[config.mk]
export PLATFORM = sky130hd
export DESIGN_NAME = mac_top
export DESIGN_NICKNAME = d
export VERILOG_FILES = /design/src/mac_pkg.sv /design/src/paging_pkg.sv /design/src/mac_ctl_if.sv /design/src/pt_if.sv /design/src/mac_decode.sv /design/src/mac_add.sv /design/src/mac_ap.sv /design/src/mac_segpt.sv /design/src/mac_lasel.sv /design/src/mac_top.sv
export SDC_FILE = /design/constraint.sdc
export NUM_CORES = 1
export LEC_CHECK = 0
export ABC_AREA = 1
export BUFFER_PORTS_ARGS = -buffer_cell sky130_fd_sc_hd__buf_2
export CORE_ASPECT_RATIO = 0.8
export CORE_MARGIN = 1
export CORE_UTILIZATION = 55
export CTS_CLUSTER_SIZE = 28
export DETAILED_ROUTE_END_ITERATION = 6
export PLACE_DENSITY_LB_ADDON = 0.2
export SLEW_MARGIN = 20
export SYNTH_ARGS = -nofsm -noshare
export SYNTH_HDL_FRONTEND = slang
export SYNTH_SLANG_ARGS = --single-unit
[constraint.sdc]
create_clock -name mclk -period 5.51 [get_ports mclk]
set_clock_uncertainty 0.05 [all_clocks]
set_input_delay 0.2755 -clock mclk [delete_from_list [all_inputs] [get_ports mclk]]
set_output_delay 0.2755 -clock mclk [all_outputs]
set_load 0.01 [all_outputs]
[src/mac_pkg.sv]
// Memory address computation, logical side
// Microcode commands, adder operand selects and logical address types

package mac_pkg;

  localparam int LADDR_W  = 16;                // Logical address width
  localparam int MCA_W    = 10;                // In-page address width
  localparam int PAGE_LSB = 10;                // Page number starts here

  typedef logic [LADDR_W-1:0] laddr_t;         // Logical address word
  typedef logic [MCA_W-1:0]   mca_t;           // Word within a 1K page

  // Microcode command field
  typedef enum logic [2:0] {
    CMD_NOP   = 3'd0,                          // Hold everything
    CMD_PX    = 3'd1,                          // P + X
    CMD_PB    = 3'd2,                          // P + B
    CMD_RB    = 3'd3,                          // R + B
    CMD_CD    = 3'd4,                          // Cache data word as address
    CMD_INC   = 3'd5,                          // Current address + 1
    CMD_LDPCR = 3'd6,                          // Load paging control
    CMD_LDSEG = 3'd7                           // Load segment reg, index on cmis
  } mac_cmd_e;

  // Adder operand pair
  typedef enum logic [2:0] {
    SRC_PX  = 3'd0,
    SRC_PB  = 3'd1,
    SRC_RB  = 3'd2,
    SRC_CD  = 3'd3,
    SRC_INC = 3'd4
  } addr_src_e;

endpackage

[src/paging_pkg.sv]
// Memory address computation, paging side
// Segment, physical page and paging control definitions

package paging_pkg;

  localparam int SEG_W     = 8;                // Segment register width
  localparam int PAGE_W    = 14;               // Physical page number width
  localparam int PCR_W     = 16;               // Paging control word width
  localparam int SEG_IDX_W = 2;                // Segment index width
  localparam int NUM_SEG   = 4;                // Segment registers

  typedef logic [SEG_W-1:0]     seg_t;         // Segment value
  typedef logic [PAGE_W-1:0]    page_t;        // Physical page
  typedef logic [SEG_IDX_W-1:0] seg_idx_t;     // Segment register index

  // Paging control word, loaded whole from fidbo
  typedef struct packed {
    logic [PCR_W-SEG_IDX_W-1:0] spare;         // Not decoded here
    seg_idx_t                   seg_sel;       // Active segment register
  } pcr_t;

endpackage

[src/mac_ctl_if.sv]
// Decoded MAC control
// Operand select and load strobes from the command decoder

`timescale 1ns/10ps

interface mac_ctl_if;

  import mac_pkg::*;
  import paging_pkg::*;

  addr_src_e src;                              // Adder operand pair
  logic      ld_ica;                           // Load address register
  logic      ld_pcr;                           // Load paging control
  logic      ld_seg;                           // Load one segment reg
  seg_idx_t  seg_idx;                          // Which segment reg

  modport decode (output src, ld_ica, ld_pcr, ld_seg, seg_idx);
  modport add    (input src);
  modport ap     (input ld_ica);
  modport segpt  (input ld_pcr, ld_seg, seg_idx);

endinterface

[src/pt_if.sv]
// Paging state
// Selected segment and control word toward the page selector

`timescale 1ns/10ps

interface pt_if;

  import paging_pkg::*;

  seg_t     seg;                               // Segment picked by pcr
  logic     segz;                              // That segment is zero
  pcr_t     pcr;                               // Current control word
  seg_idx_t seg_sel;                           // Index in use

  modport segpt (output seg, segz, pcr, seg_sel);
  modport lasel (input seg, segz, pcr, seg_sel);

endinterface

[src/mac_decode.sv]
// MAC command decoder
// Turns command and load strobe into operand select and load pulses

`timescale 1ns/10ps

module mac_decode (
  input  logic               ilcs_n,           // Load strobe, active low
  input  mac_pkg::mac_cmd_e  cmd,              // Microcode command
  input  logic [1:0]         cmis,             // Microcode misc, segment index
  mac_ctl_if.decode          ctl
);

  import mac_pkg::*;
  import paging_pkg::*;

  logic ilcs;                                  // Strobe, active high

  assign ilcs = ~ilcs_n;

  always_comb begin
    ctl.src    = SRC_PX;                       // Don't care when idle
    ctl.ld_ica = 1'b0;
    ctl.ld_pcr = 1'b0;
    ctl.ld_seg = 1'b0;
    case (cmd)
      CMD_PX:    begin ctl.src = SRC_PX;  ctl.ld_ica = ilcs; end
      CMD_PB:    begin ctl.src = SRC_PB;  ctl.ld_ica = ilcs; end
      CMD_RB:    begin ctl.src = SRC_RB;  ctl.ld_ica = ilcs; end
      CMD_CD:    begin ctl.src = SRC_CD;  ctl.ld_ica = ilcs; end
      CMD_INC:   begin ctl.src = SRC_INC; ctl.ld_ica = ilcs; end
      CMD_LDPCR: ctl.ld_pcr = ilcs;
      CMD_LDSEG: ctl.ld_seg = ilcs;
      default:   ;                             // NOP holds all
    endcase
  end

  assign ctl.seg_idx = seg_idx_t'(cmis);       // Passed straight on

endmodule

[src/mac_add.sv]
// Logical address adder
// Picks the operand pair for the command and forms a wrapping 16-bit sum

`timescale 1ns/10ps

module mac_add (
  mac_ctl_if.add            ctl,
  input  mac_pkg::laddr_t   pr,                // P register
  input  mac_pkg::laddr_t   xr,                // X register
  input  mac_pkg::laddr_t   br,                // B register
  input  mac_pkg::laddr_t   rb,                // R register
  input  mac_pkg::laddr_t   cd,                // Cache data word
  input  mac_pkg::laddr_t   ica,               // Current address
  output mac_pkg::laddr_t   add                // Next logical address
);

  import mac_pkg::*;

  laddr_t opa;
  laddr_t opb;

  always_comb begin
    case (ctl.src)
      SRC_PX:  begin opa = pr;  opb = xr;         end
      SRC_PB:  begin opa = pr;  opb = br;         end
      SRC_RB:  begin opa = rb;  opb = br;         end
      SRC_CD:  begin opa = cd;  opb = '0;         end  // Taken as is
      SRC_INC: begin opa = ica; opb = laddr_t'(1); end
      default: begin opa = '0;  opb = '0;         end
    endcase
  end

  assign add = opa + opb;                      // Carry out dropped

endmodule

[src/mac_ap.sv]
// Logical address register
// Holds ica and derives in-page address, next address and page-crossing flag

`timescale 1ns/10ps

module mac_ap (
  input  logic              mclk,
  input  logic              rst_n,
  mac_ctl_if.ap             ctl,
  input  mac_pkg::laddr_t   add,               // From adder
  input  logic              double,            // Double-word access
  output mac_pkg::laddr_t   ica,               // Current logical address
  output mac_pkg::mca_t     mca,               // Word within page
  output mac_pkg::laddr_t   nlca,              // Next sequential address
  output logic              eccr               // Second word in next page
);

  import mac_pkg::*;

  always_ff @(posedge mclk or negedge rst_n) begin
    if (!rst_n) begin
      ica <= '0;
    end else if (ctl.ld_ica) begin
      ica <= add;                              // Only on a strobed address cmd
    end
  end

  assign mca  = ica[PAGE_LSB-1:0];
  assign nlca = ica + laddr_t'(1);             // Wraps at FFFF

  // Last word of a 1K page, so the second half of a double
  // access lands in the next page
  assign eccr = double & (&mca);

endmodule

[src/mac_segpt.sv]
// Segment and paging control registers
// PCR plus four segment registers loaded from fidbo, active segment muxed out

`timescale 1ns/10ps

module mac_segpt (
  input  logic              mclk,
  input  logic              rst_n,
  mac_ctl_if.segpt          ctl,
  input  mac_pkg::laddr_t   fidbo,             // Internal data bus
  pt_if.segpt               pt,
  output paging_pkg::pcr_t  pcr                // Paging control word
);

  import paging_pkg::*;

  pcr_t pcr_q;
  seg_t seg_q [NUM_SEG];                       // Segment registers

  always_ff @(posedge mclk or negedge rst_n) begin
    if (!rst_n) begin
      pcr_q <= '0;
    end else if (ctl.ld_pcr) begin
      pcr_q <= pcr_t'(fidbo);                  // Whole word
    end
  end

  always_ff @(posedge mclk or negedge rst_n) begin
    if (!rst_n) begin
      for (int i = 0; i < NUM_SEG; i++) begin
        seg_q[i] <= '0;
      end
    end else if (ctl.ld_seg) begin
      seg_q[ctl.seg_idx] <= fidbo[SEG_W-1:0];  // Low byte only
    end
  end

  assign pcr        = pcr_q;
  assign pt.pcr     = pcr_q;
  assign pt.seg_sel = pcr_q.seg_sel;

  // New PCR or segment value is seen by the very next address
  assign pt.seg  = seg_q[pcr_q.seg_sel];
  assign pt.segz = (seg_q[pcr_q.seg_sel] == '0);

endmodule

[src/mac_lasel.sv]
// Physical page selector
// Registers the 14-bit page, segment or zero extended, and the violation flag

`timescale 1ns/10ps

module mac_lasel (
  input  logic               mclk,
  input  logic               rst_n,
  input  logic               poni,             // Protection on
  input  mac_pkg::laddr_t    ica,              // Current logical address
  pt_if.lasel                pt,
  output paging_pkg::page_t  la,               // Physical page, bits 23:10
  output logic               vex               // Access through zero segment
);

  import mac_pkg::*;
  import paging_pkg::*;

  page_t page_nxt;
  logic  vex_nxt;

  always_comb begin
    if (poni) begin
      page_nxt = {pt.seg, ica[LADDR_W-1:PAGE_LSB]};       // Segment on top
    end else begin
      page_nxt = {{SEG_W{1'b0}}, ica[LADDR_W-1:PAGE_LSB]}; // Zero extended
    end
  end

  assign vex_nxt = poni & pt.segz;             // Only checked with protection

  // One cycle behind ica, both flags together
  always_ff @(posedge mclk or negedge rst_n) begin
    if (!rst_n) begin
      la  <= '0;
      vex <= 1'b0;
    end else begin
      la  <= page_nxt;
      vex <= vex_nxt;
    end
  end

endmodule

[src/mac_top.sv]
// Memory address computation block
// Logical address forming, paging registers and physical page select

`timescale 1ns/10ps

module mac_top (
  input  logic               mclk,             // Master clock
  input  logic               rst_n,
  input  logic               ilcs_n,           // Load strobe, active low
  input  logic               double,           // Double-word access
  input  logic               poni,             // Protection on
  input  mac_pkg::mac_cmd_e  cmd,              // Microcode command
  input  logic [1:0]         cmis,             // Microcode misc
  input  mac_pkg::laddr_t    pr,               // P register
  input  mac_pkg::laddr_t    xr,               // X register
  input  mac_pkg::laddr_t    br,               // B register
  input  mac_pkg::laddr_t    rb,               // R register
  input  mac_pkg::laddr_t    cd,               // Cache data
  input  mac_pkg::laddr_t    fidbo,            // Internal data bus
  output paging_pkg::page_t  la,               // Physical page
  output mac_pkg::mca_t      mca,              // In-page address
  output mac_pkg::laddr_t    nlca,             // Next logical address
  output paging_pkg::pcr_t   pcr,              // Paging control
  output logic               eccr,             // Page crossing on double
  output logic               vex               // Zero segment violation
);

  import mac_pkg::*;

  laddr_t add;                                 // Adder to address reg
  laddr_t ica;                                 // Current logical address

  mac_ctl_if ctl ();
  pt_if      pt ();

  mac_decode u_decode (.ilcs_n(ilcs_n), .cmd(cmd), .cmis(cmis), .ctl(ctl.decode));

  mac_add u_add (
    .ctl(ctl.add), .pr(pr), .xr(xr), .br(br), .rb(rb), .cd(cd), .ica(ica), .add(add)
  );

  mac_ap u_ap (
    .mclk(mclk), .rst_n(rst_n), .ctl(ctl.ap), .add(add), .double(double),
    .ica(ica), .mca(mca), .nlca(nlca), .eccr(eccr)
  );

  mac_segpt u_segpt (
    .mclk(mclk), .rst_n(rst_n), .ctl(ctl.segpt), .fidbo(fidbo), .pt(pt.segpt), .pcr(pcr)
  );

  mac_lasel u_lasel (
    .mclk(mclk), .rst_n(rst_n), .poni(poni), .ica(ica), .pt(pt.lasel),
    .la(la), .vex(vex)
  );

endmodule

==> run summary <==
Sorting the synthesized cells by how often they occur yields sky130_fd_sc_hd__nand2_1 (186), sky130_fd_sc_hd__dfrtp_1 (79), sky130_fd_sc_hd__inv_1 (63). The wire length per cell came out at approximately 15 um. The worst register-to-register path begins at u_ap.ica[0]. Using the TritonRoute via totals, the vias-per-cell ratio works out to roughly 5.5.

The placeable core region came out at 8520 um^2. The endpoint required time on the critical path is roughly 5.7 ns. In this run the count of I/O pins placed on the die edge is roughly 160. The maximum resistive drop on vdd is around 0.19 mV. In the post-synthesis netlist, the biggest area contributors are sky130_fd_sc_hd__dfrtp_1 (41%), sky130_fd_sc_hd__nand2_1 (14%), sky130_fd_sc_hd__o21ai_0 (6.2%).

The maximum level of the CTS H-tree is 3. Of the total synthesized cell area, the portion taken by XOR and XNOR cells is roughly 2.7%. The number of distinct library cell variants in the gate-level netlist after synthesis is 38. In this run the power density over the cells is 328 nW/um^2. The synthesized instance count came out at between 600 and 700. The number of hold violations in the final report is 0. The synthesized netlist devotes approximately 15% of its cell area to compound gates. The routed layout has around 5k vias. After synthesis, the largest family of logic cells by area is simple AND/OR/NAND/NOR gates. The number of enable flip-flop cells after synthesis is 0. The post-detailed-placement half-perimeter wirelength is approximately 10,000 um. The mux share of post-synthesis cell area is approximately 1.9%. The first global-routing pass estimated 21,800 um of wire.

The signal arrival time at the worst endpoint is between 3 and 4 ns. The area fraction in and, or, nand and nor cells after synthesis is between 20% and 30%. sky130_fd_sc_hd__dfrtp_1 takes more of the synthesized area than any other cell. The mean instance size in the synthesized netlist is approximately 7.6 um^2. Across all register-to-register paths, the minimum setup slack is about 3.3 ns.

The clock passes through at most 2 buffers. The Yosys step of the flow raised 0 warnings. The setup path with the least slack is of type input pin to flip-flop. The residual overflow from global routing is 0. The routed length on met1 is ~6600 um. At the pin with the least slew margin, the transition time is 1.00 ns. The detailed router's first-iteration violation count came out at about 440. The number of clock sinks seen by CTS is 79.

Clock-pin slew was measured on the worst setup and hold paths at about 0.090 ns. The number of hold-repair buffers added at the cts stage is 0. The DRC violation count after routing came out at 0. The number of inserted diodes is 0. The routability congestion estimate from global placement is ~0.96. The share of synthesized area in the top cell type comes to between 40% and 50%. The fill cell instance count of the final layout is a little over 700.

The final critical path takes up 52.5% of the cycle. The cell chosen for the clock root is sky130_fd_sc_hd__clkbuf_8. Max-cap violations in this run came to 0. For the worst-skew pair, the clock arrives at the later sink with an insertion delay of between 0.3 and 0.4 ns. The kind of cell with the highest combined delay along the critical path is simple AND/OR/NAND/NOR gates. The worst register-to-register path ends at u_ap.ica[12].

The multi-input combinational cells in the finished layout cover a total of 2450 um^2. The category of the worst setup path launch point is an input pin. The most used flip-flop cell after synthesis is sky130_fd_sc_hd__dfrtp_1. After Yosys synthesis, full adders, half adders and majority gates account for 4.54% of the synthesized area. Once detail routing completed, the nets flagged for antenna violations numbered 0.

The area enclosed by the die boundary is around 9000 um^2. The async set or reset register ratio after synthesis is 100%. The tightest min-delay check is of the input pin to async pin type. The initial core utilization is a little under three fifths. The footprint of the flip-flops and latches came out at 1980 um^2. The run finished with clean final reports. The number of cells on the worst reg-to-reg path is 11. The placement row count is 30. For this design, the slowest cell found on the critical path is sky130_fd_sc_hd__nand2_1. The die is around 110 um wide. The number of synthesized register bits came out at 79. Setup repair after global routing left no endpoint under its margin. The net total in the final layout came out at around 910. Synthesis produced a netlist with a net count of about 760. The category of the worst setup path capture point is a flip-flop. The highest routed metal layer is met4.

The critical path's largest stage delay is approximately 0.46 ns. The number of clock buffers added by TritonCTS is 9. The clock period minus worst slack came out at 2.90 ns. Setup violations remaining at the end of the flow were counted as 0. The final total negative setup slack is 0 ns. The number of global-route vias before repair was 4,394. Entering global routing, the biggest net connects 80 pins.

The number of buffers and inverters on the critical path is 3. The final number of max-transition violations is 0. Summed over all nets, wire length on met3 after detailed routing comes to 1400 um. The number of buffers inserted to repair setup after CTS is 0.

The tightest hold margin is between 0.03 and 0.04 ns. The largest fanout of any net on the critical path is 13. The global router's overall resource usage is between 30% and 40%. The total met2 wirelength after detailed routing came out at 5850 um. The number of antenna violations at the first check in global routing came out at 0. The count of input and output buffers is between 150 and 200.

The total power after layout came out at between 1.5 and 2 mW. The worst slew slack as a fraction of its limit is between 30% and 40%. The area growth from synthesis to layout is 20.7%. The fraction of final layout cells sized beyond drive strength 1 came out at between 20% and 30%. Traced cell by cell, the critical path runs through buf_2, inv_2, nor2_1, nand2_1, o2111ai_1, ha_1, inv_1, fa_1, o21ai_0, nand3_1, nand3_1, nand2_1, nand3_1, nand2_1. In the post-synthesis netlist, the cell with the most instances is sky130_fd_sc_hd__nand2_1.

The chip height came out at ~86 um. The count of instances resized after the clock tree is built is 0. TritonCTS built the clock tree. The netlist area before placement is 4850 um^2.

The total wirelength of the detailed-routed design is between 10,000 and 15,000 um. The standby leakage power came out at ~3.2 nW. For this run, the top clock speed supported by timing is about 0.35 GHz. The share of synthesized area occupied by flip-flops and latches is ~40%. The count of TritonRoute iterations in the first routing pass came out at 6.
[per-stage QoR]
| step | utilization (%) | setup slack [ns] | cells | area (um^2) |
|---|---|---|---|---|
| global route | 68.8 | 2.30 | 901 | 5860 |
| global placement | 66.3 | 2.33 | 885 | 5650 |
| floorplan | - | 3.04 | 640 | 4850 |
| finish | 68.8 | 2.61 | 901 | 5860 |
| detailed placement | 66.3 | 2.23 | 885 | 5650 |
| CTS | 68.7 | 2.59 | 901 | 5860 |
[flip-flops by register name (all words and copies together) (netlist names)]
| signal | flops |
|---|---|
| u_segpt.pt.seg_sel | 2 |
| u_segpt.seg_q | 32 |
| u_ap.ica | 16 |
| u_lasel.vex | 1 |
| u_segpt.pcr | 14 |
| u_lasel.la | 14 |
[layout by cell type (no fill, tap or decap), drive strengths merged, types with 12 or more instances in the layout]
cell   count
nand3     52
a22o      14
ha        16
nor2      41
inv       66
xor2      12
buf      164
a21oi     19
nand2    187
o21ai     65
dfrtp     79
[power by group]
part           internal [mW]  switching [mW]  total (mW)  leakage [nW]
clock network          0.233           0.210       0.443         0.105
logic                  0.272           0.403       0.674          2.08
registers              0.703           0.102       0.805          1.00
total                   1.21           0.714        1.92          3.18
[worst max-delay path by stage]
stage	to	slack, ns	cells after the start	start
6_report	u_ap.ica[12]	2.61	14	cmd[2]
5_1_grt	u_ap.ica[12]	2.30	14	cmd[2]
4_1_cts	u_ap.ica[12]	2.59	14	cmd[0]
3_5_place_dp	u_ap.ica[12]	2.23	14	cmd[0]
3_3_place_gp	u_ap.ica[12]	2.33	14	cmd[0]
2_1_floorplan	u_ap.ica[7]	3.04	14	cmd[0]
[layer usage]
layer / up-vias / GRT usage, %
met5: - / 0
met4: 0 / 6.23
met3: 10 / 6.16
met2: 277 / 45.0
met1: 2297 / 47.0
li1: 2403 / -
[logic make-up (layout without fill, tap and decap cells)]
group / Yosys count / in the layout
and+or+nand+nor: 300 / 300
AOI/OAI and AO/OA: 122 / 122
buffers and inverters: 99 / 248
DFF: 79 / 79
adders and majority gates: 17 / 17
xor gates and xnor gates: 15 / 15
muxes: 8 / 8
[cell type report]
cell class                 instances  area share (%)
clock buffer                      11            2.58
clock inverter                     5           0.961
inverter                          68            4.36
multi-input combinational        462            41.9
sequential                        79            33.7
tap                              112            2.39
timing repair buffer             164            14.1
(Power assumes the default switching activity.)
